==> config.mk <==
export PLATFORM = sky130hd
export DESIGN_NAME = simd_alu_top
export DESIGN_NICKNAME = d
export VERILOG_FILES = /design/src/logic/simd_op_pkg.sv /design/src/logic/simd_lane_pkg.sv /design/src/logic/simd_alu_top.sv /design/src/logic/simd_bit_count.sv /design/src/logic/simd_compare.sv /design/src/logic/simd_lane_adder.sv /design/src/logic/simd_op_decoder.sv
export VERILOG_INCLUDE_DIRS = /design/src /design/src/logic
export SDC_FILE = /design/constraint.sdc
export NUM_CORES = 1
export LEC_CHECK = 0
export BUFFER_PORTS_ARGS = -buffer_cell sky130_fd_sc_hd__buf_2
export CAP_MARGIN = 25
export CORE_MARGIN = 1
export CORE_UTILIZATION = 30
export DETAILED_ROUTE_END_ITERATION = 10
export PLACE_DENSITY = 0.5
export RECOVER_POWER = 100
export SLEW_MARGIN = 20
export SYNTH_ARGS = -nofsm -noshare
export SYNTH_HDL_FRONTEND = slang
export SYNTH_SLANG_ARGS = --single-unit
==> constraint.sdc <==
create_clock -name clk_i -period 0.8 [get_ports clk_i]
set_input_delay 0.04 -clock clk_i [delete_from_list [all_inputs] [get_ports clk_i]]
set_output_delay 0.04 -clock clk_i [all_outputs]
set_load 0.1 [all_outputs]
==> src/logic/simd_alu_config.svh <==
////////////////////
// Word and lane geometry of the SIMD unit
// Only a 32-bit word of four byte lanes is supported
////////////////////

`ifndef SIMD_ALU_CONFIG_SVH
`define SIMD_ALU_CONFIG_SVH

// Full word width
`define SIMD_XLEN 32

// Narrowest lane, one byte
`define SIMD_LANE_W 8

// Byte lanes per word
`define SIMD_LANES 4

`endif

==> src/logic/simd_op_pkg.sv <==
////////////////////
// Operation codes and decoded control types
// NOP and any code not listed give a zero result
////////////////////

`default_nettype none

package simd_op_pkg;

  typedef enum logic [5:0] {
    NOP = 6'h00,
    // Wrapping add and subtract
    ADD8, ADD16, SUB8, SUB16,
    // Halving
    RADD8, RADD16, RADDW, URADD8, URADD16, URADDW,
    RSUB8, RSUB16, RSUBW, URSUB8, URSUB16, URSUBW,
    // Saturating
    KADD8, KADD16, KADDW, UKADD8, UKADD16, UKADDW,
    KSUB8, KSUB16, KSUBW, UKSUB8, UKSUB16, UKSUBW,
    // Lane compares
    CMPEQ8, CMPEQ16, SCMPLT8, SCMPLT16, SCMPLE8, SCMPLE16,
    UCMPLT8, UCMPLT16, UCMPLE8, UCMPLE16,
    // Min and max
    SMIN8, SMIN16, SMAX8, SMAX16, UMIN8, UMIN16, UMAX8, UMAX16,
    // Bit counts
    CLZ8, CLZ16, CLZ32, CLRS8, CLRS16, CLRS32
  } simd_op_e;

  typedef enum logic [1:0] {W8, W16, W32} elem_width_e;

  typedef enum logic [1:0] {WRAP, HALVE, SAT} arith_mode_e;

  typedef enum logic [2:0] {ADDER, CMP, MINMAX, CLZ, CLRS, NONE} result_sel_e;

  // MIN and MAX reuse the less-than path
  typedef enum logic [2:0] {EQ, LT, LE, MIN, MAX} cmp_kind_e;

endpackage

`default_nettype wire

==> src/logic/simd_lane_pkg.sv <==
////////////////////
// Word, lane mask and lane helper functions
// Needs simd_op_pkg compiled first
////////////////////

`default_nettype none

`include "simd_alu_config.svh"

package simd_lane_pkg;
  import simd_op_pkg::*;

  typedef logic [`SIMD_XLEN-1:0]  word_t;
  typedef logic [`SIMD_LANES-1:0] lane_mask_t;

  // Marks the byte that holds each element's top bit
  function automatic lane_mask_t lane_top(elem_width_e w);
    case (w)
      W8:      return 4'b1111;
      W16:     return 4'b1010;
      default: return 4'b1000;
    endcase
  endfunction

  // Copies the top byte's bit over the whole element
  function automatic lane_mask_t lane_spread(lane_mask_t m, elem_width_e w);
    case (w)
      W8:      return m;
      W16:     return {{2{m[3]}}, {2{m[1]}}};
      default: return {4{m[3]}};
    endcase
  endfunction

endpackage

`default_nettype wire

==> src/logic/simd_alu_top.sv <==
////////////////////
// Packed SIMD ALU with one registered output stage
// Result is valid one cycle after valid_i, no back-pressure
////////////////////

`timescale 1ns/1ps
`default_nettype none

module simd_alu_top
  import simd_op_pkg::*;
  import simd_lane_pkg::*;
(
  input  logic     clk_i,
  input  logic     arst_n_i,
  input  logic     valid_i,
  input  simd_op_e op_i,
  input  word_t    operand_a_i,
  input  word_t    operand_b_i,
  output word_t    result_o,
  output logic     set_ov_o,
  output logic     valid_o
);

  elem_width_e width;
  logic        is_signed;
  logic        is_sub;
  arith_mode_e arith_mode;
  cmp_kind_e   cmp_kind;
  result_sel_e result_sel;
  word_t       sum_w;
  word_t       diff_w;
  lane_mask_t  ovf;
  word_t       cmp_w;
  word_t       minmax_w;
  word_t       count_w;
  word_t       result_d;

  simd_op_decoder u_decoder (
    .op_i         (op_i),
    .width_o      (width),
    .is_signed_o  (is_signed),
    .is_sub_o     (is_sub),
    .arith_mode_o (arith_mode),
    .cmp_kind_o   (cmp_kind),
    .result_sel_o (result_sel)
  );

  simd_lane_adder u_adder (
    .a_i         (operand_a_i),
    .b_i         (operand_b_i),
    .width_i     (width),
    .is_signed_i (is_signed),
    .is_sub_i    (is_sub),
    .mode_i      (arith_mode),
    .sum_o       (sum_w),
    .diff_o      (diff_w),
    .ovf_o       (ovf)
  );

  // Compare works on the adder's A minus B
  simd_compare u_compare (
    .a_i         (operand_a_i),
    .b_i         (operand_b_i),
    .diff_i      (diff_w),
    .width_i     (width),
    .is_signed_i (is_signed),
    .kind_i      (cmp_kind),
    .cmp_o       (cmp_w),
    .minmax_o    (minmax_w)
  );

  simd_bit_count u_bit_count (
    .a_i     (operand_a_i),
    .width_i (width),
    .clrs_i  (result_sel == CLRS),
    .count_o (count_w)
  );

  always_comb begin
    case (result_sel)
      ADDER:     result_d = sum_w;
      CMP:       result_d = cmp_w;
      MINMAX:    result_d = minmax_w;
      CLZ, CLRS: result_d = count_w;
      default:   result_d = '0;
    endcase
  end

  ////////////////////
  // Output stage
  ////////////////////
  always_ff @(posedge clk_i or negedge arst_n_i) begin
    if (!arst_n_i) begin
      result_o <= '0;
      set_ov_o <= 1'b0;
      valid_o  <= 1'b0;
    end else begin
      // idle cycles load zeros
      result_o <= valid_i ? result_d : '0;
      set_ov_o <= valid_i & (|ovf);
      valid_o  <= valid_i;
    end
  end

endmodule

`default_nettype wire

==> src/logic/simd_bit_count.sv <==
////////////////////
// Leading zero and leading redundant sign counts
// CLRS never counts the sign bit itself
////////////////////

`timescale 1ns/1ps
`default_nettype none

`include "simd_alu_config.svh"

module simd_bit_count
  import simd_op_pkg::*;
  import simd_lane_pkg::*;
(
  input  word_t       a_i,
  input  elem_width_e width_i,
  input  logic        clrs_i,
  output word_t       count_o
);

  localparam int W = `SIMD_LANE_W;

  lane_mask_t top;
  lane_mask_t msb;
  lane_mask_t sgn;
  word_t      mark;
  logic [3:0] cnt_b [`SIMD_LANES];
  logic [4:0] cnt_h [2];
  logic [5:0] cnt_w;

  assign top = lane_top(width_i);

  always_comb begin
    for (int k = 0; k < `SIMD_LANES; k++) begin
      msb[k] = a_i[W*k+W-1];
    end
  end

  assign sgn = lane_spread(msb, width_i) & {`SIMD_LANES{clrs_i}};

  ////////////////////
  // Prefix chain from each element top
  ////////////////////
  always_comb begin
    logic run;
    logic at_top;
    run = 1'b1;
    for (int i = `SIMD_XLEN-1; i >= 0; i--) begin
      at_top = (i % W == W-1) && top[i/W];
      if (at_top) begin
        run = 1'b1;
      end
      run     = run & ~(a_i[i] ^ sgn[i/W]);
      mark[i] = run & ~(clrs_i & at_top);
    end
  end

  // Adder tree, bytes then halves then word
  always_comb begin
    for (int k = 0; k < `SIMD_LANES; k++) begin
      cnt_b[k] = '0;
      for (int j = 0; j < W; j++) begin
        cnt_b[k] = cnt_b[k] + 4'(mark[W*k+j]);
      end
    end
  end

  assign cnt_h[0] = 5'(cnt_b[0]) + 5'(cnt_b[1]);
  assign cnt_h[1] = 5'(cnt_b[2]) + 5'(cnt_b[3]);
  assign cnt_w    = 6'(cnt_h[0]) + 6'(cnt_h[1]);

  always_comb begin
    case (width_i)
      W8:      count_o = {4'h0, cnt_b[3], 4'h0, cnt_b[2], 4'h0, cnt_b[1], 4'h0, cnt_b[0]};
      W16:     count_o = {11'h0, cnt_h[1], 11'h0, cnt_h[0]};
      default: count_o = {26'h0, cnt_w};
    endcase
  end

endmodule

`default_nettype wire

==> src/logic/simd_compare.sv <==
////////////////////
// Lane compares and min/max select
// diff_i must be A minus B at the same element width
////////////////////

`timescale 1ns/1ps
`default_nettype none

`include "simd_alu_config.svh"

module simd_compare
  import simd_op_pkg::*;
  import simd_lane_pkg::*;
(
  input  word_t       a_i,
  input  word_t       b_i,
  input  word_t       diff_i,
  input  elem_width_e width_i,
  input  logic        is_signed_i,
  input  cmp_kind_e   kind_i,
  output word_t       cmp_o,
  output word_t       minmax_o
);

  localparam int W = `SIMD_LANE_W;

  lane_mask_t eq_b;
  lane_mask_t lt_b;
  lane_mask_t eq_e;
  lane_mask_t lt_e;
  lane_mask_t hit;

  always_comb begin
    logic a_s;
    logic b_s;
    for (int k = 0; k < `SIMD_LANES; k++) begin
      a_s     = a_i[W*k+W-1];
      b_s     = b_i[W*k+W-1];
      eq_b[k] = (diff_i[W*k +: W] == '0);
      // Top bits differ so the difference may have wrapped
      lt_b[k] = (a_s == b_s) ? diff_i[W*k+W-1] : (is_signed_i ? a_s : b_s);
    end
  end

  // Equal needs every byte of the element to be zero
  always_comb begin
    case (width_i)
      W8:      eq_e = eq_b;
      W16:     eq_e = {{2{&eq_b[3:2]}}, {2{&eq_b[1:0]}}};
      default: eq_e = {4{&eq_b}};
    endcase
  end

  assign lt_e = lane_spread(lt_b, width_i);

  always_comb begin
    case (kind_i)
      LT, MIN: hit = lt_e;
      LE:      hit = lt_e | eq_e;
      MAX:     hit = ~(lt_e | eq_e);
      default: hit = eq_e;
    endcase
  end

  always_comb begin
    for (int k = 0; k < `SIMD_LANES; k++) begin
      cmp_o[W*k +: W]    = {W{hit[k]}};
      minmax_o[W*k +: W] = hit[k] ? a_i[W*k +: W] : b_i[W*k +: W];
    end
  end

endmodule

`default_nettype wire

==> src/logic/simd_lane_adder.sv <==
////////////////////
// Byte-sliced adder with carry cut at element edges
// Gives wrapping, halving and saturating results
// ovf_o is only set in SAT mode
////////////////////

`timescale 1ns/1ps
`default_nettype none

`include "simd_alu_config.svh"

module simd_lane_adder
  import simd_op_pkg::*;
  import simd_lane_pkg::*;
(
  input  word_t       a_i,
  input  word_t       b_i,
  input  elem_width_e width_i,
  input  logic        is_signed_i,
  input  logic        is_sub_i,
  input  arith_mode_e mode_i,
  output word_t       sum_o,
  output word_t       diff_o,
  output lane_mask_t  ovf_o
);

  localparam int W = `SIMD_LANE_W;

  lane_mask_t top;
  lane_mask_t ext_b;
  lane_mask_t ovf_b;
  lane_mask_t ext_e;
  lane_mask_t sat_e;
  word_t      b_inv;
  word_t      wrap_w;
  word_t      half_w;
  word_t      sat_w;
  logic [W:0] raw [`SIMD_LANES];

  assign top   = lane_top(width_i);
  assign b_inv = is_sub_i ? ~b_i : b_i;

  ////////////////////
  // Byte adders
  ////////////////////
  always_comb begin
    logic carry;
    carry = is_sub_i;
    for (int k = 0; k < `SIMD_LANES; k++) begin
      raw[k] = {1'b0, a_i[W*k +: W]} + {1'b0, b_inv[W*k +: W]} + {{W{1'b0}}, carry};
      // Next byte starts a new element when this one is a top byte
      carry  = top[k] ? is_sub_i : raw[k][W];
      // Extra bit of the exact result, used only at top bytes
      ext_b[k] = raw[k][W] ^
                 (is_signed_i ? (a_i[W*k+W-1] ^ b_inv[W*k+W-1]) : is_sub_i);
      ovf_b[k] = ext_b[k] ^ (is_signed_i & raw[k][W-1]);
      wrap_w[W*k +: W] = raw[k][W-1:0];
    end
  end

  assign ext_e = lane_spread(ext_b, width_i);
  assign sat_e = lane_spread(ovf_b, width_i);

  ////////////////////
  // Halving and clamping
  ////////////////////
  always_comb begin
    logic fill;
    half_w = wrap_w >> 1;
    for (int k = 0; k < `SIMD_LANES; k++) begin
      if (top[k]) begin
        half_w[W*k+W-1] = ext_b[k];
      end
      // Signed clamps toward the sign, unsigned sub floors at zero
      fill = is_signed_i ? ~ext_e[k] : ~is_sub_i;
      sat_w[W*k +: W] = sat_e[k] ? {fill ^ (is_signed_i & top[k]), {(W-1){fill}}}
                                 : wrap_w[W*k +: W];
    end
  end

  always_comb begin
    case (mode_i)
      HALVE:   sum_o = half_w;
      SAT:     sum_o = sat_w;
      default: sum_o = wrap_w;
    endcase
  end

  assign diff_o = wrap_w;
  assign ovf_o  = (mode_i == SAT) ? sat_e : '0;

endmodule

`default_nettype wire

==> src/logic/simd_op_decoder.sv <==
////////////////////
// Operation decode, purely combinational
// Compares and min/max force a subtract
////////////////////

`timescale 1ns/1ps
`default_nettype none

module simd_op_decoder
  import simd_op_pkg::*;
(
  input  simd_op_e    op_i,
  output elem_width_e width_o,
  output logic        is_signed_o,
  output logic        is_sub_o,
  output arith_mode_e arith_mode_o,
  output cmp_kind_e   cmp_kind_o,
  output result_sel_e result_sel_o
);

  typedef struct packed {
    logic        sgn;
    logic        sub;
    arith_mode_e mode;
    cmp_kind_e   kind;
    result_sel_e sel;
  } ctl_t;

  ctl_t ctl;

  always_comb begin
    // Columns: signed, subtract, mode, compare kind, result block
    case (op_i)
      ADD8, ADD16:               ctl = '{1'b0, 1'b0, WRAP,  EQ,  ADDER};
      SUB8, SUB16:               ctl = '{1'b0, 1'b1, WRAP,  EQ,  ADDER};
      RADD8, RADD16, RADDW:      ctl = '{1'b1, 1'b0, HALVE, EQ,  ADDER};
      URADD8, URADD16, URADDW:   ctl = '{1'b0, 1'b0, HALVE, EQ,  ADDER};
      RSUB8, RSUB16, RSUBW:      ctl = '{1'b1, 1'b1, HALVE, EQ,  ADDER};
      URSUB8, URSUB16, URSUBW:   ctl = '{1'b0, 1'b1, HALVE, EQ,  ADDER};
      KADD8, KADD16, KADDW:      ctl = '{1'b1, 1'b0, SAT,   EQ,  ADDER};
      UKADD8, UKADD16, UKADDW:   ctl = '{1'b0, 1'b0, SAT,   EQ,  ADDER};
      KSUB8, KSUB16, KSUBW:      ctl = '{1'b1, 1'b1, SAT,   EQ,  ADDER};
      UKSUB8, UKSUB16, UKSUBW:   ctl = '{1'b0, 1'b1, SAT,   EQ,  ADDER};
      CMPEQ8, CMPEQ16:           ctl = '{1'b0, 1'b1, WRAP,  EQ,  CMP};
      SCMPLT8, SCMPLT16:         ctl = '{1'b1, 1'b1, WRAP,  LT,  CMP};
      SCMPLE8, SCMPLE16:         ctl = '{1'b1, 1'b1, WRAP,  LE,  CMP};
      UCMPLT8, UCMPLT16:         ctl = '{1'b0, 1'b1, WRAP,  LT,  CMP};
      UCMPLE8, UCMPLE16:         ctl = '{1'b0, 1'b1, WRAP,  LE,  CMP};
      SMIN8, SMIN16:             ctl = '{1'b1, 1'b1, WRAP,  MIN, MINMAX};
      SMAX8, SMAX16:             ctl = '{1'b1, 1'b1, WRAP,  MAX, MINMAX};
      UMIN8, UMIN16:             ctl = '{1'b0, 1'b1, WRAP,  MIN, MINMAX};
      UMAX8, UMAX16:             ctl = '{1'b0, 1'b1, WRAP,  MAX, MINMAX};
      CLZ8, CLZ16, CLZ32:        ctl = '{1'b0, 1'b0, WRAP,  EQ,  CLZ};
      CLRS8, CLRS16, CLRS32:     ctl = '{1'b0, 1'b0, WRAP,  EQ,  CLRS};
      default:                   ctl = '{1'b0, 1'b0, WRAP,  EQ,  NONE};
    endcase

    // Element width, 32-bit unless named otherwise
    case (op_i)
      ADD8, SUB8, RADD8, URADD8, RSUB8, URSUB8, KADD8, UKADD8, KSUB8, UKSUB8,
      CMPEQ8, SCMPLT8, SCMPLE8, UCMPLT8, UCMPLE8, SMIN8, SMAX8, UMIN8, UMAX8,
      CLZ8, CLRS8:
        width_o = W8;
      ADD16, SUB16, RADD16, URADD16, RSUB16, URSUB16, KADD16, UKADD16, KSUB16, UKSUB16,
      CMPEQ16, SCMPLT16, SCMPLE16, UCMPLT16, UCMPLE16, SMIN16, SMAX16, UMIN16, UMAX16,
      CLZ16, CLRS16:
        width_o = W16;
      default:
        width_o = W32;
    endcase
  end

  assign is_signed_o  = ctl.sgn;
  assign is_sub_o     = ctl.sub;
  assign arith_mode_o = ctl.mode;
  assign cmp_kind_o   = ctl.kind;
  assign result_sel_o = ctl.sel;

endmodule

`default_nettype wire

==> results.json <==
{
  "final_layout_size_suffix_gt1_frac": 0.451,
  "synth_cells": 1109,
  "globalRouteMet1Util": 0.323,
  "die-width_microns": 168,
  "cts-root-to-sink-buffers": 2,
  "postPlaceCellArea_sq_um": 12800,
  "worst_ep_arrival_time_ns": 9.37,
  "setup_total_negative_slack_ns": -277.80,
  "worstSetupEndpointType": "register",
  "worst_path_max_fanout": 7,
  "die_area_sq_um": 28300,
  "finalWorstPathRequiredPeriod_ns": 9.20,
  "cell_rows": 60,
  "initial_core_util": 0.307,
  "max_slew_violation_total_from_the_final_report": 0,
  "xor_xnor_cell_area_share_of_the_yosys_netlist": 0.0782,
  "yosys_warnings": 0,
  "fillerInstances": 2591,
  "synth-simple-area-share": 0.215,
  "worstMarginPinSlew_ns": 0.577,
  "global_route.usage.met3": 0.0315,
  "yosys.cell_types.count": 87,
  "grt_first_pass_wirelength_mm": 56.0,
  "place.gp.congestion": 0.929,
  "critPathTopFamily": "compound AO/OA/AOI/OAI gates",
  "synth_top_family_by_area": "compound AO/OA/AOI/OAI gates",
  "mostFrequentLayoutCells": "sky130_fd_sc_hd__buf_4 (408), sky130_fd_sc_hd__nand2_1 (98), sky130_fd_sc_hd__a21oi_1 (92)",
  "synthDominantAreaCellType": "sky130_fd_sc_hd__dfrtp_1",
  "design.final.nets": 1769,
  "cts_num_sinks": 34,
  "grt_max_degree": 35,
  "first_global_vias": 10600,
  "synth-edff-count": 0,
  "p_leak_nw": 6.46,
  "worst-endpoint-required_ns": 0.97,
  "fraction_of_registers_with_async_set_or_reset_after_synthesis": 1.00,
  "synth_top_flop_cell": "sky130_fd_sc_hd__dfrtp_1",
  "drc": 0,
  "seq_area_frac_synth": 0.103,
  "buffer_ports.inserted": 106,
  "drtPass1Iterations": 6,
  "adder_cell_share_of_the_synthesized_area": 0.153,
  "most_utilized_layer_in_the_global_route_result": "met2",
  "antenna_found_initial": 0,
  "timing.slew.headroom": 0.615,
  "dpl.cell_count": 1886,
  "status": "complete, but fails checks",
  "setup.worst_path.start": "op_i[1]",
  "synth_top_cell_area_share": 0.103,
  "rsz_0062_raised_after_global_routing": "yes",
  "mostFrequentLayoutCell": "sky130_fd_sc_hd__buf_4",
  "timing_worst_setup_path_type": "input pin to register",
  "cts-root-buf": "sky130_fd_sc_hd__clkbuf_16",
  "total_power_mw": 23.6,
  "numCtsBuffers": 5,
  "mappedNetlistNets": 1270,
  "viasPerCell": 5.47,
  "design.core.area_sq_um": 27000,
  "syn-mean-instance-area_sq_um": 7.47,
  "worstHoldStart": "operand_b_i[28]",
  "drt-total-wl_mm": 35.2,
  "areaGrowthSynthToFinish_pct": 67.8,
  "flip_flop_and_latch_count_after_synthesis": 34,
  "worst_hold_path_type": "input pin to register",
  "route.antenna.remaining_nets": 0,
  "gr-usage-met2": 0.426,
  "min_period_over_period": 11.5,
  "netlist_area_sq_um": 8290,
  "place_worst_setup_slack_ns": -8.97,
  "design_area_sq_um": 13900,
  "irDropWorstVdd_uv": 1140,
  "ys_top_cells_by_area": "sky130_fd_sc_hd__dfrtp_1 (10%), sky130_fd_sc_hd__ha_1 (10%), sky130_fd_sc_hd__a21oi_1 (6.5%)",
  "hpwl_mm": 27.8,
  "ctsHtreeMaxLevel": 2,
  "clk_pin_slew_ns": 0.07,
  "boundaryPins": 107,
  "drt_iter0_drc": 801,
  "dr_total_vias": 10700,
  "slowest_stage": "sky130_fd_sc_hd__or4_4",
  "p_per_area_nw_per_um2": 1690,
  "hold_violations": 0,
  "clock_tree_from_tritoncts": "done",
  "start_kind": "input pin",
  "worst-path-buf-inv": 1,
  "critical-path-max-stage-delay_ns": 0.53,
  "final_setup_slack_of_the_worst_path_ns": -8.40,
  "failed_checks": "setup timing",
  "max_cap_violations": 0,
  "groute.usage.overall": 0.249,
  "layoutNonFillerInstCount": 1950,
  "globalRoute.totalOverflow": 0,
  "wire_per_inst_microns": 18.1,
  "synth_compound_gate_area_share": 0.331,
  "fmaxAchievable_mhz": 109,
  "timing.final.setup_violations": 67,
  "worst_path_most_repeated_cell": "sky130_fd_sc_hd__fa_2",
  "antenna_cells": 0,
  "synth_mux_area_frac": 0.0664,
  "die_height_microns": 168
}
## layer usage
| layer | vias to the layer above | routed length, microns |
|---|---|---|
| met5 | - | 0 |
| met3 | 88 | 1940 |
| met2 | 379 | 16300 |
| met1 | 5062 | 15800 |
| li1 | 5137 | - |
| met4 | 0 | 1190 |
## registers in the layout (all words and copies together), names as in the netlist
register and flops:
result_o 32, valid_o 1, set_ov_o 1
## final timing paths
| path | end | cells past startpoint | slack, ns |
|---|---|---|---|
| min in group asynchronous | result_o[21] | 3 | 0.33 |
| max in group asynchronous | result_o[6] | 3 | 0.07 |
| min | result_o[28] | 3 | 0.08 |
| max | result_o[3] | 41 | -8.40 |
## Yosys cell counts (13+ instances only)
| cell type | number |
|---|---|
| sky130_fd_sc_hd__nand2b_1 | 20 |
| sky130_fd_sc_hd__xor2_1 | 18 |
| sky130_fd_sc_hd__dfrtp_1 | 34 |
| sky130_fd_sc_hd__o211ai_1 | 25 |
| sky130_fd_sc_hd__mux2i_1 | 28 |
| sky130_fd_sc_hd__nor2_1 | 81 |
| sky130_fd_sc_hd__buf_2 | 16 |
| sky130_fd_sc_hd__inv_1 | 54 |
| sky130_fd_sc_hd__fa_1 | 22 |
| sky130_fd_sc_hd__nor3_1 | 25 |
| sky130_fd_sc_hd__o21a_1 | 13 |
| sky130_fd_sc_hd__a211oi_1 | 15 |
| sky130_fd_sc_hd__nand3_1 | 24 |
| sky130_fd_sc_hd__xnor2_1 | 56 |
| sky130_fd_sc_hd__o21ai_0 | 67 |
| sky130_fd_sc_hd__ha_1 | 66 |
| sky130_fd_sc_hd__nand2_1 | 99 |
| sky130_fd_sc_hd__mux2_2 | 14 |
| sky130_fd_sc_hd__nor2b_1 | 16 |
| sky130_fd_sc_hd__a21oi_1 | 108 |
| sky130_fd_sc_hd__a21o_1 | 20 |
| sky130_fd_sc_hd__a31oi_1 | 16 |
| sky130_fd_sc_hd__clkbuf_1 | 37 |
## cell families (layout without fill, tap and decap cells)
| kind of cell | after synthesis | in the layout |
|---|---|---|
| fa+ha+maj | 88 | 88 |
| simple gates | 352 | 352 |
| mux | 51 | 51 |
| buf+inv | 112 | 612 |
| flops | 34 | 34 |
| compound gates | 398 | 398 |
| xor+xnor | 74 | 74 |
## final cells by class
| cell class | instances | area, sq um | share of cell area |
|---|---|---|---|
| clock inverter | 2 | 12.5 | 0.000900 |
| multi-input combinational | 963 | 7600 | 0.547 |
| timing repair buffer | 550 | 4610 | 0.332 |
| clock buffer | 6 | 139 | 0.00999 |
| inverter | 54 | 223 | 0.0160 |
| tap | 341 | 427 | 0.0307 |
| sequential | 34 | 892 | 0.0642 |
## metrics by stage
step           hold slack (ns)  utilization
6_report                0.0840        0.514
5_1_grt                  0.109        0.514
4_1_cts                 0.0891        0.506
3_5_place_dp            0.0192        0.473
3_3_place_gp            0.0178        0.473
2_1_floorplan           -0.256            -
## what timing repair did
| item | in CTS | in global routing |
|---|---|---|
| gates resized for setup | 76 | 45 |
| pin swaps | 50 | 37 |
| gates cloned | 1 | 0 |
| setup buffers | 83 | 8 |
| endpoints found under the hold margin | 35 | 0 |
| hold buffers | 2 | 0 |
| setup endpoints to repair | 67 | 67 |
## where the power goes
part           internal (mW)  switching [mW]  leakage, nW  total [mW]
Clock                   1.23           0.846       0.0729        2.08
Combinational           9.26            9.99         5.98        19.2
Sequential              2.00           0.229        0.407        2.23
## worst min-delay path, delay by kind of cell
family	cells	cell delay (ns)
compound gates	1	0.14
buf+inv	1	0.10
mux	1	0.07
Power figures use the tool's default switching activity.
